[src/hw/llc_read_pkg.sv]
// llc read path definitions
package llc_read_pkg;

  // geometry
  localparam int unsigned AddrWidth         = 16;
  localparam int unsigned DataWidth         = 32;
  localparam int unsigned IdWidth           = 4;
  localparam int unsigned LenWidth          = 8;
  localparam int unsigned NumWays           = 4;
  localparam int unsigned NumLines          = 16;
  localparam int unsigned NumBlocks         = 4;
  localparam int unsigned WayIdxWidth       = $clog2(NumWays); // binary way index
  // address slices, low to high
  localparam int unsigned ByteOffsetLength  = 2;
  localparam int unsigned BlockOffsetLength = 2;
  localparam int unsigned IndexLength       = 4;
  localparam int unsigned MetaDepth         = 3; // in-flight beats toward the storage

  // returned in place of data on error beats
  localparam logic [DataWidth-1:0] LlcVersion = 32'h0001_0003;

  typedef logic [AddrWidth-1:0]         addr_t;
  typedef logic [DataWidth-1:0]         data_t;
  typedef logic [IdWidth-1:0]           id_t;
  typedef logic [LenWidth-1:0]          len_t; // beats minus one
  typedef logic [WayIdxWidth-1:0]       way_ind_t;
  typedef logic [IndexLength-1:0]       index_t;
  typedef logic [BlockOffsetLength-1:0] blk_off_t;

  typedef enum logic [1:0] {
    BURST_FIXED = 2'b00,
    BURST_INCR  = 2'b01
  } burst_t;

  typedef enum logic [1:0] {
    RESP_OKAY   = 2'b00,
    RESP_EXOKAY = 2'b01,
    RESP_SLVERR = 2'b10,
    RESP_DECERR = 2'b11
  } resp_t;

  // read descriptor from the cache front end
  typedef struct packed {
    id_t      id;
    addr_t    addr;
    len_t     len;
    logic [2:0] size;    // log2 of bytes per beat
    burst_t   burst;
    resp_t    resp;
    logic     last;      // descriptor closes the AXI burst
    way_ind_t way_ind;
  } llc_desc_t;

  typedef struct packed {
    way_ind_t way_ind;
    index_t   line_addr;
    blk_off_t blk_offset;
  } way_req_t;

  typedef struct packed {
    way_ind_t way_ind;
    index_t   line_addr;
    blk_off_t blk_offset;
    data_t    data;
  } way_fill_t;

  typedef struct packed {
    id_t   id;
    resp_t resp;
    logic  last;
  } r_meta_t;

  typedef struct packed {
    id_t   id;
    data_t data;
    resp_t resp;
    logic  last;
  } r_beat_t;

  typedef struct packed {
    index_t   index;
    way_ind_t way_ind;
  } unlock_t;

endpackage

[src/hw/llc_fifo.sv]
// synchronous fifo
`timescale 1ns/10ps

module llc_fifo #(
  parameter int unsigned Width       = 8,
  parameter int unsigned Depth       = 4, // at least 2
  parameter bit          FallThrough = 1'b0
) (
  input  logic             clk_i,
  input  logic             rst_n_i,
  input  logic             push_i,
  input  logic [Width-1:0] data_i,
  input  logic             pop_i,
  output logic [Width-1:0] data_o,
  output logic             full_o,
  output logic             empty_o
);

  typedef logic [$clog2(Depth)-1:0]   ptr_t;
  typedef logic [$clog2(Depth+1)-1:0] cnt_t;

  logic [Width-1:0] mem_q [Depth];    // storage, no reset
  ptr_t             wr_ptr_q;
  ptr_t             rd_ptr_q;
  cnt_t             cnt_q;            // fill count
  logic             bypass;           // push goes straight to the pop side
  logic             do_push;
  logic             do_pop;

  // wrap at Depth, which need not be a power of two
  function automatic ptr_t next_ptr(ptr_t ptr);
    return (ptr == ptr_t'(Depth - 1)) ? ptr_t'(0) : ptr + ptr_t'(1);
  endfunction

  assign full_o  = (cnt_q == cnt_t'(Depth));
  assign empty_o = (cnt_q == '0) && !(FallThrough && push_i); // ft shows incoming word
  assign data_o  = (FallThrough && (cnt_q == '0)) ? data_i : mem_q[rd_ptr_q];

  assign bypass  = FallThrough && (cnt_q == '0) && push_i && pop_i;
  assign do_push = push_i && !bypass;
  assign do_pop  = pop_i && !bypass;

  always_ff @(posedge clk_i or negedge rst_n_i) begin
    if (!rst_n_i) begin
      wr_ptr_q <= '0;
      rd_ptr_q <= '0;
      cnt_q    <= '0;
    end else begin
      if (do_push) begin
        wr_ptr_q <= next_ptr(wr_ptr_q);
      end
      if (do_pop) begin
        rd_ptr_q <= next_ptr(rd_ptr_q);
      end
      if (do_push && !do_pop) begin
        cnt_q <= cnt_q + cnt_t'(1);
      end else if (do_pop && !do_push) begin
        cnt_q <= cnt_q - cnt_t'(1);
      end
    end
  end

  always_ff @(posedge clk_i) begin
    if (do_push) begin
      mem_q[wr_ptr_q] <= data_i; // on full with pop, old head is read first
    end
  end

  // the producer must respect full unless it pops in the same cycle
  a_no_overflow: assert property (@(posedge clk_i) disable iff (!rst_n_i)
    full_o |-> !(push_i && !pop_i));

  // the consumer must wait for data
  a_no_underflow: assert property (@(posedge clk_i) disable iff (!rst_n_i)
    pop_i |-> !empty_o);

endmodule

[src/hw/llc_burst_counter.sv]
// burst address counter
`timescale 1ns/10ps

module llc_burst_counter (
  input  logic                      clk_i,
  input  logic                      rst_n_i,
  input  logic                      load_i,   // take a new descriptor
  input  llc_read_pkg::llc_desc_t   desc_i,
  input  logic                      step_i,   // one request issued, not the last
  output llc_read_pkg::addr_t       addr_o,
  output llc_read_pkg::len_t        len_o,
  output logic                      final_o
);
  import llc_read_pkg::*;

  addr_t      addr_q;   // current beat address
  len_t       len_q;    // beats left after this one
  logic [2:0] size_q;
  burst_t     burst_q;
  addr_t      incr;     // bytes per beat

  assign incr    = addr_t'(1) << size_q;
  assign addr_o  = addr_q;
  assign len_o   = len_q;
  assign final_o = (len_q == '0);

  always_ff @(posedge clk_i or negedge rst_n_i) begin
    if (!rst_n_i) begin
      addr_q  <= '0;
      len_q   <= '0;
      size_q  <= '0;
      burst_q <= BURST_FIXED;
    end else if (load_i) begin
      addr_q  <= desc_i.addr;
      len_q   <= desc_i.len;
      size_q  <= desc_i.size;
      burst_q <= desc_i.burst;
    end else if (step_i) begin
      len_q <= len_q - len_t'(1);
      if (burst_q == BURST_INCR) begin
        addr_q <= addr_q + incr; // fixed keeps its address
      end
    end
  end

  // controller stops stepping once the last beat is reached
  a_no_step_past_end: assert property (@(posedge clk_i) disable iff (!rst_n_i)
    step_i |-> !final_o);

endmodule

[src/hw/llc_read_ctrl.sv]
// read unit controller
`timescale 1ns/10ps

module llc_read_ctrl (
  input  logic clk_i,
  input  logic rst_n_i,
  // descriptor handshake
  input  logic desc_valid_i,
  output logic desc_ready_o,
  output logic load_o,        // capture descriptor in counter and regs
  // burst counter
  input  logic final_i,       // current beat is the last one
  output logic step_o,
  // metadata fifo room
  input  logic meta_full_i,
  // line lock
  input  logic unlock_gnt_i,
  output logic unlock_req_o,
  // storage request handshake
  output logic req_valid_o,
  input  logic req_ready_i
);

  typedef enum logic {
    ST_IDLE,
    ST_BUSY
  } state_t;

  state_t state_q;
  state_t state_d;
  logic   issue;              // request accepted by the storage

  assign desc_ready_o = (state_q == ST_IDLE);
  assign load_o       = desc_ready_o && desc_valid_i;

  // only issue with room for the metadata and the grant held
  assign req_valid_o  = (state_q == ST_BUSY) && !meta_full_i && unlock_gnt_i;
  assign issue        = req_valid_o && req_ready_i;
  assign step_o       = issue && !final_i;
  assign unlock_req_o = issue && final_i;  // one pulse per descriptor

  always_comb begin
    state_d = state_q;
    case (state_q)
      ST_IDLE: begin
        if (load_o) begin
          state_d = ST_BUSY;
        end
      end
      ST_BUSY: begin
        if (unlock_req_o) begin
          state_d = ST_IDLE; // next descriptor one cycle later
        end
      end
      default: state_d = ST_IDLE;
    endcase
  end

  always_ff @(posedge clk_i or negedge rst_n_i) begin
    if (!rst_n_i) begin
      state_q <= ST_IDLE;
    end else begin
      state_q <= state_d;
    end
  end

  // the unlock pulse lasts a single cycle
  a_unlock_one_pulse: assert property (@(posedge clk_i) disable iff (!rst_n_i)
    unlock_req_o |=> !unlock_req_o);

endmodule

[src/hw/llc_read_unit.sv]
// llc read unit
`timescale 1ns/10ps

module llc_read_unit (
  input  logic                               clk_i,
  input  logic                               rst_n_i,
  // descriptor in
  input  llc_read_pkg::llc_desc_t            desc_i,
  input  logic                               desc_valid_i,
  output logic                               desc_ready_o,
  // r channel out
  output llc_read_pkg::r_beat_t              r_chan_o,
  output logic                               r_chan_valid_o,
  input  logic                               r_chan_ready_i,
  // requests to the storage
  output llc_read_pkg::way_req_t             way_req_o,
  output logic                               way_req_valid_o,
  input  logic                               way_req_ready_i,
  // data from the storage
  input  logic [llc_read_pkg::DataWidth-1:0] way_rsp_i,
  input  logic                               way_rsp_valid_i,
  output logic                               way_rsp_ready_o,
  // line unlock
  output llc_read_pkg::unlock_t              unlock_o,
  output logic                               unlock_req_o,
  input  logic                               unlock_gnt_i
);
  import llc_read_pkg::*;

  r_meta_t  desc_meta_q;      // id, resp and burst last of the descriptor
  way_ind_t way_q;
  logic     load;
  logic     step;
  logic     beat_final;
  addr_t    beat_addr;
  len_t     beats_left;
  index_t   index;
  // metadata fifo
  r_meta_t  meta_in;
  r_meta_t  meta_out;
  logic     meta_push;
  logic     meta_pop;
  logic     meta_full;
  logic     meta_empty;
  // r fifo
  r_beat_t  r_in;
  logic     r_push;
  logic     r_pop;
  logic     r_full;
  logic     r_empty;

  always_ff @(posedge clk_i) begin
    if (load) begin
      desc_meta_q <= '{id: desc_i.id, resp: desc_i.resp, last: desc_i.last};
      way_q       <= desc_i.way_ind;
    end
  end

  assign index     = beat_addr[ByteOffsetLength + BlockOffsetLength +: IndexLength];
  assign way_req_o = '{
    way_ind:    way_q,
    line_addr:  index,
    blk_offset: beat_addr[ByteOffsetLength +: BlockOffsetLength]
  };
  assign unlock_o  = '{index: index, way_ind: way_q}; // line of the final beat

  // last only on the closing beat of a last descriptor
  assign meta_in   = '{
    id:   desc_meta_q.id,
    resp: desc_meta_q.resp,
    last: desc_meta_q.last && (beats_left == '0)
  };
  assign meta_push       = way_req_valid_o && way_req_ready_i;
  assign meta_pop        = r_push;             // meta leaves with its data word

  assign way_rsp_ready_o = !r_full && !meta_empty;
  assign r_push          = way_rsp_valid_i && way_rsp_ready_o;
  assign r_in            = '{
    id:   meta_out.id,
    data: (meta_out.resp == RESP_OKAY) ? way_rsp_i : LlcVersion,
    resp: meta_out.resp,
    last: meta_out.last
  };

  assign r_chan_valid_o  = !r_empty;
  assign r_pop           = r_chan_valid_o && r_chan_ready_i;

  llc_read_ctrl u_ctrl (
    .clk_i        (clk_i),
    .rst_n_i      (rst_n_i),
    .desc_valid_i (desc_valid_i),
    .desc_ready_o (desc_ready_o),
    .load_o       (load),
    .final_i      (beat_final),
    .step_o       (step),
    .meta_full_i  (meta_full),
    .unlock_gnt_i (unlock_gnt_i),
    .unlock_req_o (unlock_req_o),
    .req_valid_o  (way_req_valid_o),
    .req_ready_i  (way_req_ready_i)
  );

  llc_burst_counter u_counter (
    .clk_i   (clk_i),
    .rst_n_i (rst_n_i),
    .load_i  (load),
    .desc_i  (desc_i),
    .step_i  (step),
    .addr_o  (beat_addr),
    .len_o   (beats_left),
    .final_o (beat_final)
  );

  // registered, storage answers a cycle later anyway
  llc_fifo #(
    .Width       ($bits(r_meta_t)),
    .Depth       (MetaDepth),
    .FallThrough (1'b0)
  ) u_meta_fifo (
    .clk_i   (clk_i),
    .rst_n_i (rst_n_i),
    .push_i  (meta_push),
    .data_i  (meta_in),
    .pop_i   (meta_pop),
    .data_o  (meta_out),
    .full_o  (meta_full),
    .empty_o (meta_empty)
  );

  // fall-through, returned word can leave in the same cycle
  llc_fifo #(
    .Width       ($bits(r_beat_t)),
    .Depth       (NumBlocks),
    .FallThrough (1'b1)
  ) u_r_fifo (
    .clk_i   (clk_i),
    .rst_n_i (rst_n_i),
    .push_i  (r_push),
    .data_i  (r_in),
    .pop_i   (r_pop),
    .data_o  (r_chan_o),
    .full_o  (r_full),
    .empty_o (r_empty)
  );

endmodule

[config.mk]
export PLATFORM = sky130hd
export DESIGN_NAME = llc_read_unit
export DESIGN_NICKNAME = d
export VERILOG_FILES = /design/src/hw/llc_read_pkg.sv /design/src/hw/llc_fifo.sv /design/src/hw/llc_burst_counter.sv /design/src/hw/llc_read_ctrl.sv /design/src/hw/llc_read_unit.sv
export SDC_FILE = /design/constraint.sdc
export NUM_CORES = 1
export LEC_CHECK = 0
export BUFFER_PORTS_ARGS = -buffer_cell sky130_fd_sc_hd__buf_2
export CAP_MARGIN = 10
export CORE_MARGIN = 10
export CORE_UTILIZATION = 40
export DETAILED_ROUTE_END_ITERATION = 6
export MAX_ROUTING_LAYER = met4
export PLACE_DENSITY = 0.6
export SLEW_MARGIN = 20
export SYNTH_ARGS = -nofsm -noshare
export SYNTH_HDL_FRONTEND = slang
export SYNTH_SLANG_ARGS = --single-unit
export TNS_END_PERCENT = 30
[constraint.sdc]
create_clock -name clk_i -period 3.4 [get_ports clk_i]
set_input_delay 0.85 -clock clk_i [delete_from_list [all_inputs] [get_ports clk_i]]
set_output_delay 0.85 -clock clk_i [all_outputs]
set_load 0.03 [all_outputs]
# Word-level counts from Yosys, hierarchy flattened
# Memories as Yosys holds them, arrays and structs flattened.
# Index checks and enable logic that the tools add are counted.
# totals
register_bits	52
ram_bits	177
out_inout_bits	58
memories	2
# mem_list
memory	depth	width	read_ports	rd_ports_with_merged_regs	write_ports	line	source
u_r_fifo.mem_q	4	39	1	0	1	llc_fifo.sv:22	logic [Width-1:0] mem_q [Depth];
u_meta_fifo.mem_q	3	7	1	0	1	llc_fifo.sv:22	
# classes
n_addsub	10
eq_ne	7
shift	1
muxes	22
bitwise_logic	1
reduce_logical	38
# op_table
cell	n
$mux W16	3
$mux W39	1
$mux W32	1
$logic_and A1 B1 Y1	19
$add A16 B16 Y16	1
$mux W8	2
$shl A1 B3 Y16 const A	1
$mux W2	6
$add A2 B1 Y2 const B	5
$eq A2 B2 Y1 const B	5
$logic_not A1 Y1	10
$logic_not A8 Y1	1
$reduce_bool A2 Y1	4
$sub A8 B1 Y8 const B	1
$mux W1	6
$mux W3	2
$logic_not A2 Y1	2
$add A3 B1 Y3 const B	1
$eq A3 B3 Y1 const B	1
$logic_not A3 Y1	1
$sub A3 B1 Y3 const B	1
$eq A2 B1 Y1 const B	1
$pmux W1 S2	1
$reduce_and A2 Y1	1
other kinds (2)	2

# Depth between registers and ports, before layout
# depth
depth_word	15
mapped_depth	10
depth_no_buf	10

# Modules after synthesis
# A second synthesis with hierarchy kept.
# unflattened
hier_cells	634
hier_area_um2	10309.9
# modules_own_cells
mod	instances	cells_per_inst	area_each_um2	seq_area_each_um2
llc_fifo (u_r_fifo)	1	285	6545.0	4859.7
llc_burst_counter	1	211	1986.9	725.7
llc_fifo (u_meta_fifo)	1	70	1064.8	780.7
llc_read_unit	1	59	633.1	270.3
llc_read_ctrl	1	9	80.1	25.0

# Worst setup path before layout
# No wires, ideal clock.
# synth_timing
kind	register to register
startpoint	register u_r_fifo.cnt_q[0]
endpoint	memory u_r_fifo.mem_q[3][0] (netlist name) (enable)
setup_ps	400
arrival_time_ps	2670
required_time_ps	3000
path_slack_ps	330
path_stages_with_launch	6
n_path_buf	0
period_less_slack_ps	3070
cell_sequence	dfrtp_1 > nor2_1 > a21oi_1 > nand2_1 > a21oi_1 > and2_1
# synth_between
elab_chain_len	13
elab_cells_between_ends	15
cone_classes	1 x eq/ne; 2 x mux; 12 x reduce/logical
# synth_lines
element	line	source
start: declaration	llc_fifo.sv:25	cnt_t cnt_q;
start signal: assignment	llc_fifo.sv:56	cnt_q <= cnt_q + cnt_t'(1);
start signal: assignment	llc_fifo.sv:58	cnt_q <= cnt_q - cnt_t'(1);
$eq A3 B3 Y1 *	llc_fifo.sv:35	assign full_o = (cnt_q == cnt_t'(Depth));
$logic_not A1 Y1 *	llc_read_unit.sv:76	assign way_rsp_ready_o = !r_full && !meta_empty;
$logic_and A1 B1 Y1 *	llc_read_unit.sv:76	
via way_rsp_ready_o	llc_read_unit.sv:22	output logic way_rsp_ready_o,
$logic_and A1 B1 Y1 *	llc_read_unit.sv:77	assign r_push = way_rsp_valid_i && way_rsp_ready_o;
$logic_not A1 Y1	llc_fifo.sv:36	assign empty_o = (cnt_q == '0) && !(FallThrough && push_i);
$logic_and A1 B1 Y1	llc_fifo.sv:36	
$logic_not A1 Y1	llc_read_unit.sv:85	assign r_chan_valid_o = !r_empty;
$logic_and A1 B1 Y1	llc_read_unit.sv:86	assign r_pop = r_chan_valid_o && r_chan_ready_i;
$logic_and A1 B1 Y1	llc_fifo.sv:39	assign bypass = FallThrough && (cnt_q == '0) && push_i && pop_i;
$logic_not A1 Y1	llc_fifo.sv:40	assign do_push = push_i && !bypass;
$logic_and A1 B1 Y1 *	llc_fifo.sv:40	
via u_r_fifo.do_push	llc_fifo.sv:27	logic do_push;
$mux W1 *	llc_fifo.sv:64	if (do_push) begin
$mux W1 (implied by the code) *	llc_fifo.sv:65	mem_q[wr_ptr_q] <= data_i;
end: declaration	llc_fifo.sv:22	
# Mark *: on every way through the listed nets, which the timed path passes. The rest lies on a longest branch.

# Worst setup path in the final report
# layout_timing
startpoint	register u_counter.len_q[0], in the netlist u_counter.len_o[0]
endpoint	output port unlock_req_o
# layout_between
elab_chain_len	2
# layout_lines
element	line	source
start: declaration	llc_burst_counter.sv:17	len_t len_q;
start signal: assignment	llc_burst_counter.sv:35	len_q <= desc_i.len;
start signal: assignment	llc_burst_counter.sv:39	len_q <= len_q - len_t'(1);
$logic_not A8 Y1	llc_burst_counter.sv:25	assign final_o = (len_q == '0);
$logic_and A1 B1 Y1	llc_read_ctrl.sv:40	assign unlock_req_o = issue && final_i;
end: declaration	llc_read_unit.sv:25	output logic unlock_req_o,
# No other way between the ends.

==> implementation parameters <==
Parameter                              Value

STA
  Worst Setup Slack, final ... between 0.15 and 0.2 ns
  Max Clock Freq ... 308 MHz
  Post-layout min period ... ~3.2 ns
  Measured slew at the worst slew-check pin ... around 0.8 ns
  Clock tree skew after final layout ... about 0.017 ns
  Headroom to the max-slew limit ... between 40% and 50%
  Final hold violation count ... 0
  Total negative slack for setup checks ... 0 ns
  Unrepaired setup endpoints after global routing ... no
  Final Slew Violations ... 0
  Portion of the clock cycle consumed by the worst path in the final layout ... 95.4%
  Post-Route Hold Slack ... approximately 0.45 ns
  Final setup violation count ... 0

Critical path
  Critical setup path kind ... flop to primary output
  Critical-path cell list ... inv_1 > ha_1 > or4b_1 > or4_4 > nor2_2 > clkbuf_4
  Crit-path leading delay family ... simple AND/OR/NAND/NOR gates
  CP Data Arrival Time ... approximately 2.4 ns
  Type of element capturing the critical path ... primary output
  Largest driver fanout on the critical path ... 3
  Logic depth of the worst register-to-register path ... 10
  Critical path launch point type ... flop
  Required time of the critical path ... between 2 and 3 ns
  Cell with the largest stage delay on the worst path ... sky130_fd_sc_hd__or4b_1
  Reg-to-reg setup timing slack ... 0.74 ns
  Reg-to-Reg Start ... u_r_fifo.cnt_q[0]
  Highest cell delay on the worst timing path ... 0.47 ns
  R2R Path End ... u_r_fifo.cnt_q[2]
  Combined buffer and inverter count along the critical path ... 2

Synth
  Most frequently used flop master after synthesis ... sky130_fd_sc_hd__edfxtp_1
  Area leader, netlist ... sky130_fd_sc_hd__edfxtp_1
  Net count after synthesis ... between 600 and 700
  Fraction of registers with async set or reset after synthesis ... about 16%
  Synth cell count leaders ... 186 x sky130_fd_sc_hd__edfxtp_1, 69 x sky130_fd_sc_hd__nand2_1, 39 x sky130_fd_sc_hd__mux4_2
  Number of storage elements in the synthesis netlist ... around 220
  Sequential cell area fraction in the yosys report ... about two thirds
  Area share of the leading cell type in the synthesized netlist ... around 58%
  Cells after Synth ... 600
  Cell variety after synth ... 40
  Number of enable flip-flop cells after synthesis ... about 190
  Cell area after synthesis ... about 9600 um^2
  YS warnings ... 0
  Top cells by area, synth ... sky130_fd_sc_hd__edfxtp_1 58%, sky130_fd_sc_hd__mux4_2 9.2%, sky130_fd_sc_hd__dfrtp_1 9.2%
  Synthesized area per cell ... about 16 um^2
  Cell with the most instances after synthesis ... sky130_fd_sc_hd__edfxtp_1

CTS
  Clock-pin slew of the registers on the worst-case setup and hold paths ... around 0.060 ns
  H-tree depth reported by CTS ... 1
  Number of buffers created by CTS ... 24
  CTS tree ... yes
  Clock root buffer ... sky130_fd_sc_hd__clkbuf_16
  Clock Tree Buf Depth ... 3
  Source-to-sink clock delay at the later pin of the worst-skew pair ... 0.51 ns
  Clock Sinks ... 221

Outcome
  Outcome ... finished clean

Die
  Standard-cell rows ... 56
  Core Region ... ~23,000 um^2
  Chip height ... approximately 170 um
  Initial cell density of the core ... 40.7%
  # IOs ... about 140
  Die span in x ... approximately 170 um
  Floorplan die area ... 30,500 um^2

Place
  Worst setup timing slack at the placement stage ... between 0.4 and 0.5 ns
  Final weighted congestion in routability-driven placement ... between 0.7 and 0.8
  Number of port buffers ... 126
  Cell area after placement ... 10,600 um^2
  Half-perimeter wire length after placement ... around 12 mm

Pwr
  Total power density per cell area ... around 1000 nW/um^2
  Worst ir drop on vdd ... roughly 0.00044 V
  Leakage power ... 0.00430 uW

Global route
  Wire length of the first global-routing pass ... 31.7 mm
  Aggregate global-route resource usage ... between 10% and 20%
  Via count of the first global-routing pass ... around 6,000
  Largest net degree at the start of global routing ... 41
  Number of antenna violations at the first check in global routing ... 1
  Gr ovfl total ... 0

Drt
  Final routed wirelength across all metal layers ... 19.7 mm
  Router iterations before antenna repair ... 6
  Count of routing violations after the opening detailed-route iteration ... roughly 250
  Mean number of vias per cell ... just over 5
  Detailed-route wire length per cell ... 18.4 um
  Final antenna-violating net count ... 0
  Final routed DRC violation total ... 0
  Vias after detailed routing ... about 5,400

Finish
  Final Instance Area ... 11,400 um^2
  Share of cells above drive strength 1 ... between 30% and 40%
  Area growth syn-to-layout ... 19.7%
  Final-stage net count ... around 830

Worst hold path
  Class of the tightest hold or removal check ... primary input to asynchronous set/reset pin

Run
  Max-cap violations ... 0
-- routing by layer --
metal	wire, um	track usage (%)	vias up
li1	-	-	2534
met3	911	2.62	29
met1	8790	16.7	2723
met2	9660	21.8	134
met4	325	2.97	0
met5	0	-	-
-- kinds of logic (layout without fill, tap and decap cells) --
logic type / after synthesis / after routing / synth area share [%]
DFF: 221 / 221 / 67.7
and+or+nand+nor: 157 / 157 / 8.00
xor gates and xnor gates: 16 / 16 / 1.47
AOI/OAI and AO/OA: 52 / 52 / 3.41
buffers and inverters: 52 / 203 / 2.57
adders and majority gates: 17 / 17 / 2.38
other: 0 / 1 / 0
muxes: 85 / 85 / 14.5
-- repair_timing --
item	4_1_cts	5_1_grt
buffers inserted	0	5
gates resized for setup	1	4
endpoints found under the setup margin	7	5
hold buffers	0	0
-- worst max-delay path by stage --
| stage | from | end | slack [ns] | depth (start not counted) |
|---|---|---|---|---|
| 6_report | u_counter.len_o[0] | unlock_req_o | 0.16 | 6 |
| 5_1_grt | u_counter.len_o[0] | unlock_req_o | 0.04 | 6 |
| 2_1_floorplan | u_r_fifo.cnt_q[0] | u_r_fifo.mem_q[3][0] | 0.33 | 5 |
| 4_1_cts | u_meta_fifo.rd_ptr_q[0] | r_chan_o[4] | 0.02 | 6 |
| 3_3_place_gp | u_meta_fifo.rd_ptr_q[0] | r_chan_o[4] | 0.45 | 6 |
| 3_5_place_dp | u_meta_fifo.rd_ptr_q[0] | r_chan_o[4] | 0.44 | 6 |
-- registers in the layout, indices dropped and copies added, names as in the netlist, 3 cells and up --
name,flops
u_counter.size_q,3
desc_meta_q,7
u_counter.len_o,8
u_r_fifo.cnt_q,3
u_meta_fifo.mem_q,21
u_r_fifo.mem_q,156
u_counter.addr_o,8
-- final cells by class --
cell class,instances,area (um^2)
multi-input cells,327,2860
clock buffers,31,658
well taps,319,399
fillers,2055,12000
inverters,11,41.3
diodes,1,2.50
clock inverters,12,105
flip-flops and latches,221,6470
repair buffers,149,903
-- power by group --
part,total (uW),internal [uW],switching [uW]
registers,4170,3790,385
clock network,2490,1510,985
logic,4710,1910,2800
-- worst reg2reg max path, delay by kind of cell (launching register included) --
family                   cells  cell delay, ns
AND/OR/NAND/NOR              3            0.39
AO/OA/AOI/OAI                2            0.70
buffers and inverters        1            0.06
adder cells (fa/ha/maj)      2            0.66
XOR/XNOR                     2            0.31
flip-flops                   1            0.45
-- metrics by stage --
stage | std cells | util, % | power, uW
global placement | 1022 | 45.3 | 8850
CTS | 1065 | 48.5 | 11500
finish | 1071 | 48.7 | 11400
detailed placement | 1022 | 45.3 | 8990
floorplan | 600 | - | 7620
global route | 1071 | 48.7 | 12100
-- cell usage in the layout, fill, tap and decap left out, types with 5 or more instances in the layout --
cell type / netlist / final
sky130_fd_sc_hd__buf_12: 0 / 8
sky130_fd_sc_hd__buf_4: 13 / 14
sky130_fd_sc_hd__a21o_1: 6 / 6
sky130_fd_sc_hd__inv_1: 10 / 10
sky130_fd_sc_hd__nor2_1: 20 / 18
sky130_fd_sc_hd__mux2_2: 38 / 38
sky130_fd_sc_hd__mux2i_1: 8 / 8
sky130_fd_sc_hd__edfxtp_1: 186 / 186
sky130_fd_sc_hd__o21ai_0: 20 / 20
sky130_fd_sc_hd__nand3_1: 6 / 6
sky130_fd_sc_hd__buf_2: 1 / 126
sky130_fd_sc_hd__nor3_1: 8 / 8
sky130_fd_sc_hd__a31oi_1: 6 / 6
sky130_fd_sc_hd__mux4_2: 39 / 39
sky130_fd_sc_hd__dfrtp_1: 35 / 31
sky130_fd_sc_hd__a21oi_1: 9 / 9
sky130_fd_sc_hd__clkbuf_16: 0 / 25
sky130_fd_sc_hd__nor3b_1: 6 / 6
sky130_fd_sc_hd__xor2_1: 10 / 10
sky130_fd_sc_hd__and2_1: 33 / 29
sky130_fd_sc_hd__nand2_1: 69 / 69
sky130_fd_sc_hd__ha_1: 15 / 15
sky130_fd_sc_hd__clkbuf_1: 22 / 5
sky130_fd_sc_hd__clkinv_1: 1 / 8
sky130_fd_sc_hd__xnor2_1: 6 / 6
No activity file was read; power rests on OpenSTA's default activity.
